`config.mk`:
```
export PLATFORM = sky130hd
export DESIGN_NAME = predecode_top
export DESIGN_NICKNAME = d
export VERILOG_FILES = /design/src/verilog/predecode_pkg.sv /design/src/verilog/predecode_top.sv /design/src/verilog/branch_predecode.sv /design/src/verilog/return_address_stack.sv /design/src/verilog/block_xfer_sequencer.sv /design/src/verilog/predecode_skid.sv
export SDC_FILE = /design/constraint.sdc
export NUM_CORES = 1
export LEC_CHECK = 0
export ABC_AREA = 1
export BUFFER_PORTS_ARGS = -buffer_cell sky130_fd_sc_hd__buf_2
export CAP_MARGIN = 20
export CORE_UTILIZATION = 54
export CTS_CLUSTER_SIZE = 28
export DETAILED_ROUTE_END_ITERATION = 12
export PLACE_DENSITY = 0.76
export SYNTH_ARGS = -nofsm -noshare
export SYNTH_HDL_FRONTEND = slang
export SYNTH_SLANG_ARGS = --single-unit
```
`constraint.sdc`:
```
create_clock -name i_clk -period 6.3 [get_ports i_clk]
set_input_delay 0.315 -clock i_clk [delete_from_list [all_inputs] [get_ports i_clk]]
set_output_delay 0.315 -clock i_clk [all_outputs]
set_load 0.01 [all_outputs]
```
`src/verilog/predecode_pkg.sv`:
```
/*
 * Pre-decode stage shared definitions.
 * Instruction field constants, wildcard opcode patterns, branch
 * confidence states and the bundles that move between the skid
 * register, the block-transfer sequencer and the branch pre-decoder.
 */
package predecode_pkg;

        // Branch confidence as carried with each fetched instruction.
        typedef enum logic [1:0]
        {
                snt = 2'd0,
                wnt = 2'd1,
                wt  = 2'd2,
                st  = 2'd3
        } taken_t;

        // Condition code "always".
        localparam logic [3:0] cond_al = 4'b1110;

        // Architectural register numbers.
        localparam logic [3:0] arch_sp = 4'd13;
        localparam logic [3:0] arch_lr = 4'd14;
        localparam logic [3:0] arch_pc = 4'd15;

        // Data-processing opcodes.
        localparam logic [3:0] op_add = 4'b0100;
        localparam logic [3:0] op_mov = 4'b1101;

        // Wildcard patterns, compared with ==?.
        localparam logic [31:0] bx_pattern     = 32'b????_0001_0010_1111_1111_1111_0001_????;
        localparam logic [31:0] ls_imm_pattern = 32'b????_010?_????_????_????_????_????_????;
        localparam logic [31:0] ls_reg_pattern = 32'b????_011?_????_????_????_????_???0_????;

        ////////////////////
        // Bundles.
        ////////////////////

        // One fetched instruction with the predictor's guess.
        typedef struct packed
        {
                logic        pred_valid;
                logic [31:0] pred_addr;
                taken_t      taken;
                logic [31:0] pc;
                logic [31:0] instr;
                logic        valid;
        } fetch_t;

        // One micro-op. Last marks the final micro-op of an instruction.
        typedef struct packed
        {
                logic        pred_valid;
                logic [31:0] pred_addr;
                taken_t      taken;
                logic [31:0] pc;
                logic [31:0] instr;
                logic        valid;
                logic        last;
        } uop_t;

        // Registered stage output. Ppc is the predicted next PC.
        typedef struct packed
        {
                logic        valid;
                logic [31:0] instr;
                logic [31:0] pc;
                taken_t      taken;
                logic [31:0] ppc;
        } decode_t;

        // Redirect back to fetch.
        typedef struct packed
        {
                logic        clear;
                logic [31:0] pc;
                logic        clear_btb;
        } redirect_t;

endpackage
```
`src/verilog/predecode_top.sv`:
```
/*
 * Pre-decode stage top level.
 * Skid register, block-transfer sequencer and branch pre-decoder,
 * with the stage's own redirect fed back as a clear.
 */
`timescale 1ns/1ps

module predecode_top
#(
        parameter int RAS_DEPTH = 8
)
(
        input  logic                     i_clk,
        input  logic                     i_reset,
        input  predecode_pkg::fetch_t    i_fetch,
        input  logic                     i_stall,
        input  logic                     i_clear,
        output predecode_pkg::decode_t   o_decode,
        output predecode_pkg::redirect_t o_redirect,
        output logic                     o_stall_from_decode
);

predecode_pkg::fetch_t w_cur;
predecode_pkg::uop_t   w_uop;
logic                  w_seq_busy;

predecode_skid u_skid
(
        .i_clk               (i_clk),
        .i_reset             (i_reset),
        .i_clear             (i_clear),
        .i_stall             (i_stall),
        .i_self_clear        (o_redirect.clear),
        .i_fetch             (i_fetch),
        .i_seq_busy          (w_seq_busy),
        .o_cur               (w_cur),
        .o_stall_from_decode (o_stall_from_decode)
);

block_xfer_sequencer u_seq
(
        .i_clk        (i_clk),
        .i_reset      (i_reset),
        .i_clear      (i_clear),
        .i_stall      (i_stall),
        .i_self_clear (o_redirect.clear),
        .i_cur        (w_cur),
        .o_uop        (w_uop),
        .o_busy       (w_seq_busy)
);

branch_predecode
#(
        .RAS_DEPTH  (RAS_DEPTH)
)
u_bpd
(
        .i_clk      (i_clk),
        .i_reset    (i_reset),
        .i_clear    (i_clear),
        .i_stall    (i_stall),
        .i_uop      (w_uop),
        .o_decode   (o_decode),
        .o_redirect (o_redirect)
);

endmodule

```
`src/verilog/branch_predecode.sv`:
```
/*
 * Branch pre-decoder.
 * Classifies each finished instruction as call, return, jump table or
 * other, checks the predictor's guess, keeps the return address stack
 * and registers the decode output together with any fetch redirect.
 */
`timescale 1ns/1ps

module branch_predecode
#(
        parameter int RAS_DEPTH = 8
)
(
        input  logic                     i_clk,
        input  logic                     i_reset,
        input  logic                     i_clear,
        input  logic                     i_stall,
        input  predecode_pkg::uop_t      i_uop,
        output predecode_pkg::decode_t   o_decode,
        output predecode_pkg::redirect_t o_redirect
);

logic [31:0]              w_pc_plus_4;
logic [31:0]              w_branch_target;
logic [31:0]              w_ras_top;
logic [31:0]              w_target;
logic                     w_is_branch;
logic                     w_is_return;
logic                     w_is_jump_table;
logic                     w_ls_load_pc;
logic                     w_guess_taken;
logic                     w_push;
logic                     w_pop;
logic                     w_update;
predecode_pkg::taken_t    w_taken_nxt;
logic [31:0]              w_ppc_nxt;
predecode_pkg::redirect_t w_redirect_nxt;

////////////////////
// Classify.
////////////////////

always_comb
begin
        w_pc_plus_4     = i_uop.pc + 32'd4;
        w_branch_target = i_uop.pc + 32'd8 +
                          {{6{i_uop.instr[23]}}, i_uop.instr[23:0], 2'b00};

        w_ls_load_pc = ((i_uop.instr ==? predecode_pkg::ls_imm_pattern) ||
                        (i_uop.instr ==? predecode_pkg::ls_reg_pattern)) &&
                       i_uop.instr[20] && (i_uop.instr[15:12] == predecode_pkg::arch_pc);

        w_is_branch = i_uop.instr[27:25] == 3'b101;

        // BX LR, MOV PC,LR, LDM with PC, load to PC based on SP.
        w_is_return = ((i_uop.instr ==? predecode_pkg::bx_pattern) &&
                       (i_uop.instr[3:0] == predecode_pkg::arch_lr)) ||
                      (i_uop.instr[27:0] == {3'b000, predecode_pkg::op_mov, 1'b0, 4'd0,
                                             predecode_pkg::arch_pc, 8'd0,
                                             predecode_pkg::arch_lr}) ||
                      ((i_uop.instr[27:25] == 3'b100) && i_uop.instr[20] && i_uop.instr[15]) ||
                      (w_ls_load_pc && (i_uop.instr[19:16] == predecode_pkg::arch_sp));

        // Computed jumps through ADD or MOV to PC.
        w_is_jump_table = w_ls_load_pc ||
                          ((i_uop.instr[27:26] == 2'b00) &&
                           (i_uop.instr[15:12] == predecode_pkg::arch_pc) &&
                           (i_uop.instr[25] || !i_uop.instr[4] || !i_uop.instr[7]) &&
                           ((i_uop.instr[24:21] == predecode_pkg::op_add) ||
                            (i_uop.instr[24:21] == predecode_pkg::op_mov)));

        w_guess_taken = (i_uop.taken == predecode_pkg::wt) ||
                        (i_uop.taken == predecode_pkg::st) ||
                        (i_uop.instr[31:28] == predecode_pkg::cond_al);

        w_target = w_is_branch ? w_branch_target : w_ras_top;
end

////////////////////
// Check prediction.
////////////////////

always_comb
begin
        w_taken_nxt    = i_uop.taken;
        w_ppc_nxt      = o_decode.ppc;
        w_redirect_nxt = '0;
        w_push         = 1'b0;
        w_pop          = 1'b0;

        if (!i_uop.valid)
        begin
                w_taken_nxt = predecode_pkg::snt;
        end
        else if (!i_uop.last)
        begin
                // Earlier micro-ops of a block transfer pass untouched.
        end
        else if (w_is_branch || w_is_return)
        begin
                if (w_guess_taken)
                begin
                        w_ppc_nxt            = w_target;
                        w_redirect_nxt.pc    = w_target;
                        w_redirect_nxt.clear = !i_uop.pred_valid ||
                                               (i_uop.pred_addr != w_target);
                        if (i_uop.instr[31:28] == predecode_pkg::cond_al)
                                w_taken_nxt = predecode_pkg::st;
                        w_push = w_is_branch && i_uop.instr[24];
                        w_pop  = w_is_return;
                end
                else
                begin
                        w_ppc_nxt = w_pc_plus_4;
                end
        end
        else if (w_is_jump_table)
        begin
                // Trust the predictor.
        end
        else
        begin
                w_taken_nxt = predecode_pkg::snt;
                if (i_uop.pred_valid)
                begin
                        w_ppc_nxt                = w_pc_plus_4;
                        w_redirect_nxt.clear     = 1'b1;
                        w_redirect_nxt.pc        = w_pc_plus_4;
                        w_redirect_nxt.clear_btb = 1'b1;
                end
        end
end

// The stack moves only on cycles that also update the outputs.
assign w_update = !i_clear && !i_stall && !o_redirect.clear;

return_address_stack
#(
        .RAS_DEPTH   (RAS_DEPTH)
)
u_ras
(
        .i_clk       (i_clk),
        .i_reset     (i_reset),
        .i_push      (w_push && w_update),
        .i_pop       (w_pop && w_update),
        .i_push_addr (w_pc_plus_4),
        .o_top       (w_ras_top)
);

always_ff @(posedge i_clk)
begin
        if (i_reset)
        begin
                o_decode.valid       <= 1'b0;
                o_decode.ppc         <= '0;
                o_redirect.clear     <= 1'b0;
                o_redirect.clear_btb <= 1'b0;
        end
        else if (i_clear || (!i_stall && o_redirect.clear))
        begin
                o_decode.valid       <= 1'b0;
                o_redirect.clear     <= 1'b0;
                o_redirect.clear_btb <= 1'b0;
        end
        else if (!i_stall)
        begin
                o_decode.valid <= i_uop.valid;
                o_decode.instr <= i_uop.instr;
                o_decode.pc    <= i_uop.pc;
                o_decode.taken <= w_taken_nxt;
                o_decode.ppc   <= w_ppc_nxt;
                o_redirect     <= w_redirect_nxt;
        end
end

endmodule

```
`src/verilog/return_address_stack.sv`:
```
/*
 * Return address stack.
 * Circular array of return addresses with a wrapping pointer. Deep
 * call nesting overwrites the oldest entries.
 */
`timescale 1ns/1ps

module return_address_stack
#(
        parameter int RAS_DEPTH = 8
)
(
        input  logic        i_clk,
        input  logic        i_reset,
        input  logic        i_push,
        input  logic        i_pop,
        input  logic [31:0] i_push_addr,
        output logic [31:0] o_top
);

localparam int ptr_w = $clog2(RAS_DEPTH);

logic [RAS_DEPTH-1:0][31:0] r_stack;
logic [ptr_w-1:0]           r_ptr;
logic [ptr_w-1:0]           w_ptr_below;

// The pointer marks the next free slot; the top sits just below it.
always_comb
begin
        w_ptr_below = r_ptr - ptr_w'(1);
        o_top       = r_stack[w_ptr_below];
end

always_ff @(posedge i_clk)
begin
        if (i_reset)
        begin
                r_stack <= '0;
                r_ptr   <= '0;
        end
        else if (i_push)
        begin
                r_stack[r_ptr] <= i_push_addr;
                r_ptr          <= r_ptr + ptr_w'(1);
        end
        else if (i_pop)
        begin
                r_ptr <= w_ptr_below;
        end
end

// Call and return are never classified for the same micro-op.
a_push_pop_exclusive: assert property (@(posedge i_clk) disable iff (i_reset)
        !(i_push && i_pop));

endmodule

```
`src/verilog/block_xfer_sequencer.sv`:
```
/*
 * Block-transfer sequencer.
 * Splits a load/store-multiple into one micro-op per listed register,
 * lowest register first. Everything else passes as a single micro-op.
 */
`timescale 1ns/1ps

module block_xfer_sequencer
(
        input  logic                  i_clk,
        input  logic                  i_reset,
        input  logic                  i_clear,
        input  logic                  i_stall,
        input  logic                  i_self_clear,
        input  predecode_pkg::fetch_t i_cur,
        output predecode_pkg::uop_t   o_uop,
        output logic                  o_busy
);

// List bits already issued for the current instruction.
logic [15:0] r_done;

logic [15:0] w_remaining;
logic [15:0] w_lowest;
logic        w_is_block;

////////////////////
// Register list.
////////////////////

always_comb
begin
        // An empty list is treated as an ordinary instruction.
        w_is_block  = i_cur.valid && (i_cur.instr[27:25] == 3'b100) && (|i_cur.instr[15:0]);
        w_remaining = i_cur.instr[15:0] & ~r_done;

        // Isolate the lowest set bit.
        w_lowest    = w_remaining & (~w_remaining + 16'd1);

        // More micro-ops remain after this one.
        o_busy      = w_is_block && (|(w_remaining & ~w_lowest));
end

////////////////////
// Micro-op.
////////////////////

always_comb
begin
        o_uop.pred_valid = i_cur.pred_valid;
        o_uop.pred_addr  = i_cur.pred_addr;
        o_uop.taken      = i_cur.taken;
        o_uop.pc         = i_cur.pc;
        o_uop.valid      = i_cur.valid;
        o_uop.instr      = i_cur.instr;

        if (w_is_block)
                o_uop.instr[15:0] = w_lowest;

        o_uop.last = !o_busy;
end

always_ff @(posedge i_clk)
begin
        if (i_reset || i_clear)
        begin
                r_done <= '0;
        end
        else if (!i_stall)
        begin
                // Restart on a redirect or once the last micro-op goes out.
                if (i_self_clear || !o_busy)
                        r_done <= '0;
                else
                        r_done <= r_done | w_lowest;
        end
end

// Each split micro-op carries a single register. The skid must keep
// the instruction steady for the issued bits to stay meaningful.
a_single_list_bit: assert property (@(posedge i_clk) disable iff (i_reset)
        w_is_block |-> $onehot(o_uop.instr[15:0]));

endmodule

```
`src/verilog/predecode_skid.sv`:
```
/*
 * Fetch stall register and skid copy.
 * Raises the fetch stall while a block transfer is being split and
 * presents the held instruction to the sequencer in that time.
 */
`timescale 1ns/1ps

module predecode_skid
(
        input  logic                  i_clk,
        input  logic                  i_reset,
        input  logic                  i_clear,
        input  logic                  i_stall,
        input  logic                  i_self_clear,
        input  predecode_pkg::fetch_t i_fetch,
        input  logic                  i_seq_busy,
        output predecode_pkg::fetch_t o_cur,
        output logic                  o_stall_from_decode
);

predecode_pkg::fetch_t r_skid;

// Stall follows the sequencer's busy level on a normal update.
always_ff @(posedge i_clk)
begin
        if (i_reset)
                o_stall_from_decode <= 1'b0;
        else if (i_clear)
                o_stall_from_decode <= 1'b0;
        else if (i_stall)
        begin
                // Hold.
        end
        else if (i_self_clear)
                o_stall_from_decode <= 1'b0;
        else
                o_stall_from_decode <= i_seq_busy;
end

// Track the live input while not stalled, so the copy at the rising
// edge of the stall is the block transfer being split.
always_ff @(posedge i_clk)
begin
        if (!i_stall && !o_stall_from_decode)
                r_skid <= i_fetch;
end

always_comb
begin
        o_cur = o_stall_from_decode ? r_skid : i_fetch;
end

// The held copy is always a block transfer while the fetch stall is high.
a_skid_holds_block: assert property (@(posedge i_clk) disable iff (i_reset)
        o_stall_from_decode |-> o_cur.valid && (o_cur.instr[27:25] == 3'b100));

endmodule

```
---- After elaboration in Yosys (flattened, before gate mapping) ----
Index checks and enable logic that the tools add are counted.
cells by class
  $add $sub $neg .......................... 6
  $lt $le $gt $ge ......................... 3
  eq/ne operators ......................... 16
  mux-type cells .......................... 36
  bitwise logic cells ..................... 12
  reduce and logical (&&, ||, !) cells .... 53
operator list
  cell                   number
  $bwmux 256             1
  $mux 32                7
  $mux 34                4
  $mux 100               1
  $bmux 32 s3            1
  $demux 32 s3           1
  $mux 33                2
  $and 16x16->16         3
  $not 16->16            3
  $add 32x3->32 const B  1
  $add 32x32->32         1
  $add 32x4->32 const B  1
  $mux 16                2
  $ne 32x32->1           1
  $reduce_or 16->1       2
  $eq 28x25->1 const B   1
  $eq 24x21->1 const B   1
  $eq 4x4->1 const B     5
  $logic_and 1x1->1      20
  $add 16x1->16 const B  1
  $or 16x16->16          1
  $logic_or 1x1->1       15
  $mux 1                 10
  $mux 2                 5
  other kinds (17)       36
word-level totals
  bits in registers ....................... 509
  input port bits ......................... 104
  output and inout port bits .............. 134
  word-level logic and storage cells ...... 151

---- Depth between registers and ports, before layout ----
Gate-level depths: netlist of run 1.
  depth in word-level cells ............... 19
  depth in mapped cells ................... 37
  gate-level depth less buffers ........... 35

---- Modules after synthesis ----
From an unflattened synthesis of run 1, not the netlist that was laid out.
second synthesis, totals
  cell total of the unflattened synthesis .. 4066
  area, all modules ....................... 28359.7 um^2
modules (own cells, without submodules)
  module                instances  cells each  area an instance (um^2)  sequential area each (um^2)
  return_address_stack  1          2005        12371.9                  5185.0
  branch_predecode      1          1310        9574.2                   3643.5
  predecode_skid        1          431         4374.2                   3022.9
  block_xfer_sequencer  1          320         2039.5                   320.3

---- Worst setup path after synthesis of run 1 ----
OpenSTA, ideal clock, no wires.
  kind .................................... register to register
  from .................................... register u_skid.o_stall_from_decode
  to ...................................... register u_skid.r_skid[0] (netlist bit) (enable)
  library setup time ...................... 0.560 ns
  data arrival time ....................... 5.545 ns
  required time ........................... 5.740 ns
  path slack .............................. 0.195 ns
  stages on the path, launching flop included .. 8
  path buffers ............................ 6
  period minus slack after synthesis ...... 6.105 ns
  path through ............................ dfxtp_1 > buf_6 > buf_4 > buf_2 > buf_2 > buf_2 > clkbuf_1 > nor2_1
on the way
  cells in the longest elaborated chain, start to end .. 2
ends and longest elaborated chain
  what                    RTL line              text
  start, declared         predecode_skid.sv:18  output logic o_stall_from_decode
  start signal, assigned  predecode_skid.sv:37  o_stall_from_decode <= i_seq_busy;
  $logic_not 1->1         predecode_skid.sv:44  if (!i_stall && !o_stall_from_decode)
  $logic_and 1x1->1       predecode_skid.sv:44
  end signal, assigned    predecode_skid.sv:45  r_skid <= i_fetch;
  end, declared           predecode_skid.sv:21  predecode_pkg::fetch_t r_skid;
Every way passes these cells.
A chain may end at the register's enable or synchronous reset.

---- Worst setup path after layout of run 1 ----
  from .................................... register u_skid.o_stall_from_decode
  to ...................................... register, netlist name u_bpd.o_decode[14]
on the way
  cells in the longest elaborated chain, start to end .. 15
  elaborated cells between the ends (all ways) .. 62
  those cells by class .................... add/sub (4); eq/ne (15); mux (7); bitwise (6); reduce/logical (30)
ends and longest elaborated chain
  what                                                     RTL line              text
  $mux 100 (*)                                             predecode_skid.sv:50  o_cur = o_stall_from_decode ? r_skid : i_fetch;
  branches (longest 14 deep; another with $add 32x32->32)  -
Every way passes the cells marked *. The select of a mux whose other input is x is not followed.

==> reports/qor.yml, run 1 <==
worst_setup_path:
  crit_slowest_cell: "dfxtp_4"
  worst-path-max-fanout: 61
  cp_num_buf_inv: 2
  critPathMaxStageDelay_ns: 0.74
  cp.arrival_ns: 5.71
  timing.critical_path.mode_cell: "nand2_1"
  critPathLaunchType: "register"
  crit_family: "simple AND/OR/NAND/NOR gates"
  critPathKind: "register to register"
  crit_required_ns: 6.80
  regToRegSetupSlack_ns: 1.08
  crit_chain: "buf_4 -> o21ai_0 -> nor3_1 -> nand3_1 -> nor2_1 -> nand2_1 -> nor2_1 -> nand3_1 -> nand2_1 -> nand2_1 -> nand3_2 -> nand2_1 -> buf_4 -> nand2_1 -> nand2_1 -> nor2_1 -> nor2_1"
  crit_path_end_kind: "register"
floorplan:
  start_util_pct: 55.1
  chipWidth_um: 224
  floorplan.rows: 80
  die_h_um: 224
  coreArea_mm2: 0.0481
  design.die.area_mm2: 0.0500
  io_pins: 238
global_route:
  grt_pass1_vias: 22900
  grt_max_degree: 111
  gr-usage-all-layers_pct: 32.7
  globalRouteOverflowTotal: 0
  antenna_found_initial: 2
  grt_pass1_wl_um: 129000
synth:
  yosysMostFrequentCell: "nand2_1"
  yosys_warnings: 0
  syn_area_per_cell_um2: 7.38
  syn_inst: 3595
  syn-num-nets: 3758
  synth_top_area_cell: "dfxtp_1"
  ys.flop_type: "dfxtp_1"
  synth_cell_type_count: 55
  async_reset_ff_share_pct: 0
  synthTopCellsByCount: "nand2_1 (851), inv_1 (403), o21ai_0 (394)"
  synthTopCellsByArea: "dfxtp_1 (23%), edfxtp_1 (22%), nand2_1 (12%)"
  synth_enable_flop_cells: 198
  yosysTopAreaCellShare_pct: 23.5
  ys_seq_area_share_pct: 45.9
  ys_seq_elements: 509
  netlist_area_mm2: 0.0265
sta:
  slew_violations: 0
  hold_viol_final: 0
  fmax_mhz: 192
  timing.final.crit_share_pct: 82.8
  rsz0062_at_grt: "no"
  skew_ns: 0.0345
  worstMarginPinSlew_ns: 1.16
  setup_violations: 0
  relSlewSlack_pct: 22.3
  fin_crit_ns: 5.22
  fin_tns_setup_ns: 0
  layout_setup_ws_ns: 1.08
layout:
  syn_to_final_growth_pct: 16.1
  fillers: 4173
  final_layout_size_suffix_gt1_share_pct: 11.9
  fin_nets: 4005
  fin_cells: 4538
  final_area_mm2: 0.0308
hold_path:
  hold_path.class: "primary input to register"
detailed_routing:
  finalWirelength_um: 82900
  detail_route.wl_per_cell_um: 18.3
  vias_per_cell: 5.52
  dr.pass1.iters: 6
  vias: 25100
  drtAntennaViolNets: 0
  detail_route.iter0.violations: 2670
  drc: 0
place:
  place_ws_ns: 1.19
  dp.final_hpwl_um: 55000
  placed_cells: 4343
  port_buffers: 237
  place_area_mm2: 0.0281
  place_congestion: 0.953
clocking:
  clkTransAtPathRegs_ns: 0.06
  htree_levels: 2
  clock_sinks: 509
  cts_root_buf: "clkbuf_16"
  cts_resized: 0
  cts_inserted_buffers: 52
  tritoncts: "yes"
  clock_latency_ns: 0.63
  clock_tree.buffer_depth: 3
power_and_ir_drop:
  p_leak_nw: 13.1
  ir_drop_uv: 246
  finalPower_w: 0.00754
  power_density_mw_per_mm2: 245
run_status:
  status: "finished clean"
flow_run:
  cap_violations: 0
## final timing paths
path,start,endpoint,depth (start not counted)
worst max-delay path,u_skid.o_stall_from_decode,u_bpd.o_decode[14],17
worst min register to register,u_bpd.u_ras.r_stack[134],u_bpd.u_ras.r_stack[134],2
worst max register to register,u_skid.o_stall_from_decode,u_bpd.o_decode[14],17
worst min-delay path,i_reset,u_bpd.u_ras.r_stack[39],2
## metrics by stage
stage / hold WS (ns) / util (%)
2_1_floorplan: 0.384 / -
3_3_place_gp: 0.433 / 58.3
3_5_place_dp: 0.438 / 58.4
4_1_cts: 0.0855 / 63.9
5_1_grt: 0.0979 / 64.0
6_report: 0.104 / 64.0
## state kept, by name (all words and copies together), names as in the netlist
register,flops
u_skid.r_skid,100
u_bpd.o_decode,99
u_bpd.o_redirect,34
u_seq.r_done,16
u_bpd.u_ras.r_ptr,3
u_skid.o_stall_from_decode,1
u_bpd.u_ras.r_stack,256
## timing repair
action	CTS	global route
buffers inserted	0	0
hold endpoints to repair	102	0
hold buffers	100	0
## cells by family (layout without fill, tap and decap cells)
logic type | count (synthesis) | in the layout | share of synthesized area (%)
AO/OA/AOI/OAI | 783 | 783 | 15.4
XOR/XNOR | 30 | 30 | 1.13
adder cells (fa/ha/maj) | 59 | 59 | 2.81
buffers and inverters | 604 | 889 | 8.99
flip-flops | 509 | 509 | 45.9
multiplexers | 15 | 15 | 0.566
other | 0 | 2 | 0
AND/OR/NAND/NOR | 1595 | 1595 | 25.3
## cell usage in the layout (no fill, tap or decap), types with 21 or more instances in the layout
cell / n
buf_4: 42
dfxtp_1: 309
ha_1: 57
or2_2: 53
o21ai_0: 394
o211ai_1: 31
edfxtp_1: 198
dlygate4sd3_1: 100
nor2_1: 382
nand2_1: 851
buf_2: 237
nand4_1: 21
nand3_1: 209
a21oi_1: 315
clkbuf_16: 52
inv_1: 403
## cell type report
class                   count  area, µm²  share of cell area [%]
clock buffers              72       1420                    4.60
repair buffers            380       2530                    8.21
flip-flops and latches    509      12200                    39.5
multi-input cells        2482      12000                    39.0
diodes                      2       5.00                  0.0162
clock inverters            20        254                   0.825
inverters                 417       1570                    5.11
well taps                 656        821                    2.66
## power breakdown
group	leakage [nW]	internal, W	switching [W]
Clock	0.800	0.00177	0.00133
Sequential	4.39	0.00349	0.0000258
Combinational	7.90	0.000292	0.000623
Total	13.1	0.00556	0.00198
## worst register-to-register path: cells and delay by family (launching register included)
kind	cells	cell delay, ns
and+or+nand+nor	14	2.93
buffers and inverters	2	0.95
DFF	1	0.74
AOI/OAI and AO/OA	1	0.49
## metal layers
metal | vias to the layer above | wire (µm) | GRT usage (%) | part of all wire (%)
li1 | 12200 | - | - | -
met1 | 11500 | 35100 | 45.1 | 42
met2 | 1223 | 37000 | 51.5 | 45
met3 | 185 | 7260 | 4.41 | 8.8
met4 | 0 | 3520 | 14.2 | 4.2
met5 | - | 0 | 0 | 0
(Power assumes the default switching activity.)
==> run 2: changes to the inputs <==
- CORE_UTILIZATION: 54 -> 60
- PLACE_DENSITY: 0.76 -> 0.8
- clock period: 6.3 -> 5.3 ns (I/O delays scaled with it)
==> run 2 against run 1 <==
Compared with the run above:
- critical endpoint is now u_bpd.o_redirect[33]
- sequential power is 19% higher
- critical path depth increased by 11
- cell area increased by 0.13%
==> reports/qor.yml, run 2 (synthesis gave the netlist of run 1 again) <==
run_status:
  status: "finished clean"
sta:
  rsz0062_at_grt: "no"
  setup_violations: 0
  skew_ns: 0.0281
  timing.final.crit_share_pct: 92.6
  fin_crit_ns: 4.91
  slew_violations: 0
  fmax_mhz: 204
  worstMarginPinSlew_ns: 1.17
  hold_viol_final: 0
  relSlewSlack_pct: 21.5
  fin_tns_setup_ns: 0
power_and_ir_drop:
  p_leak_nw: 13.2
  swShare_pct: 26.5
  p_clk_share_pct: 41.7
  ir_drop_uv: 255
  p_int_w: 0.00667
  power_density_mw_per_mm2: 294
  seqPwrFrac_pct: 46.1
  combinationalPowerShare_pct: 12.2
  switching_power_w: 0.00241
floorplan:
  io_pins: 238
  floorplan.rows: 76
  chipWidth_um: 212
  start_util_pct: 61.2
  coreArea_mm2: 0.0434
  die_h_um: 212
  design.die.area_mm2: 0.0451
place:
  place_congestion: 0.970
  dp.final_hpwl_um: 54500
  placed_cells: 4273
  port_buffers: 237
global_route:
  globalRouteOverflowTotal: 0
  grt_max_degree: 212
  antenna_found_initial: 2
  grt_pass1_vias: 23600
  grt_pass1_wl_um: 130000
  gr-usage-all-layers_pct: 37.3
worst_setup_path:
  worst-path-max-fanout: 29
  critPathMaxStageDelay_ns: 0.55
  crit_start: "u_skid.o_stall_from_decode"
  critPathLaunchType: "register"
  r2r-end: "u_bpd.o_redirect[33]"
  reg2reg_from: "u_skid.o_stall_from_decode"
  reg2reg_depth: 28
  crit_slowest_cell: "dfxtp_4"
  critPathKind: "register to register"
  timing.critical_path.mode_cell: "nand2_1"
  regToRegSetupSlack_ns: 0.39
  cp.arrival_ns: 5.37
  crit_required_ns: 5.77
  crit_path_end: "u_bpd.o_redirect[33]"
  crit_path_end_kind: "register"
layout:
  top_regs: "u_bpd.u_ras.r_stack x256, u_skid.r_skid x100, u_bpd.o_decode x99"
  multi_input_area_mm2: 0.0120
  regMostFlops: "u_bpd.u_ras.r_stack"
  mostFrequentLayoutCells: "nand2_1 (851), inv_1 (403), o21ai_0 (394)"
  largest_reg_flops: 256
  final_common_cell: "nand2_1"
  fillers: 3503
  final_layout_size_suffix_gt1_share_pct: 12.3
  fin_cells: 4473
  fin_nets: 4006
  seq_area_mm2: 0.0122
  utilization_pct: 71.1
  syn_to_final_growth_pct: 16.3
clocking:
  clock_tree.buffer_depth: 3
  htree_levels: 2
  cts_root_buf: "clkbuf_16"
  cts_inserted_buffers: 52
  cts_setup_buffers: 0
  tritoncts: "yes"
  clkTransAtPathRegs_ns: 0.06
  clock_latency_ns: 0.62
  clock_sinks: 509
flow_run:
  cap_violations: 0
detailed_routing:
  finalWirelength_um: 84100
  detail_route.iter0.violations: 2749
  drtAntennaViolNets: 0
  dr.pass1.iters: 8
  drc: 0
  vias: 25500
  detail_route.wl_per_cell_um: 18.8
  vias_per_cell: 5.71
hold_path:
  hold_path.class: "primary input to register"
## run 2: metrics by stage
| stage | cell area [µm²] | hold WS, ns | total power (W) | setup slack [ns] |
|---|---|---|---|---|
| after detailed placement | 28100 | 0.437 | 0.00527 | 0.545 |
| after global placement | 28100 | 0.433 | 0.00526 | 0.571 |
| after global routing | 30800 | 0.0273 | 0.00935 | 0.0262 |
| final | 30800 | 0.0343 | 0.00908 | 0.395 |
| after CTS | 30800 | 0.0183 | 0.00903 | 0.560 |
| after floorplan | 26500 | 0.334 | 0.00493 | 0.0357 |
## run 2: worst min-delay path by stage
stage / startpoint / to / slack, ns / cells past startpoint
2_1_floorplan: i_reset / u_bpd.u_ras.r_ptr[1] / 0.33 / 1
3_3_place_gp: u_bpd.u_ras.r_stack[11] / u_bpd.u_ras.r_stack[11] / 0.43 / 2
3_5_place_dp: u_bpd.u_ras.r_stack[102] / u_bpd.u_ras.r_stack[102] / 0.44 / 2
4_1_cts: i_reset / u_bpd.u_ras.r_ptr[1] / 0.02 / 2
5_1_grt: i_reset / u_bpd.u_ras.r_stack[39] / 0.03 / 2
6_report: i_reset / u_bpd.u_ras.r_stack[43] / 0.03 / 2
## run 2: worst max-delay path, delay by kind of cell, from the launching register on
family / cells / cell delay, ns
flops: 1 / 0.55
compound gates: 2 / 0.38
buf+inv: 3 / 0.43
fa+ha+maj: 2 / 0.69
simple gates: 21 / 2.70
## run 2: timing repair
action	in CTS	in global routing
endpoints found under the hold margin	102	0
gates resized for setup	0	1
hold buffers	100	0
endpoints found under the setup margin	0	1
## run 2: power groups by stage
stage / logic [W] / registers [W] / clock network [W]
after floorplan: 0.000654 / 0.00428 / 0
after global placement: 0.000994 / 0.00426 / 0
after detailed placement: 0.00100 / 0.00426 / 0
after CTS: 0.00107 / 0.00418 / 0.00378
after global routing: 0.00122 / 0.00419 / 0.00395
final: 0.00110 / 0.00418 / 0.00379
## run 2: area by class of cell
cell class	count	area share, %
Antenna cell	1	0.00811
Clock buffer	78	4.99
Tap cell	585	2.37
Multi-Input combinational cell	2482	39.0
Inverter	417	5.10
Sequential cell	509	39.5
Clock inverter	20	0.694
Timing Repair Buffer	381	8.35
## run 2: per-layer routing
metal	track usage, %	wire length [µm]	vias to the layer above
met5	0	0	-
met1	49.3	33600	11700
met4	20.2	4460	0
li1	-	-	12200
met2	58.6	37700	1432
met3	6.23	8400	246
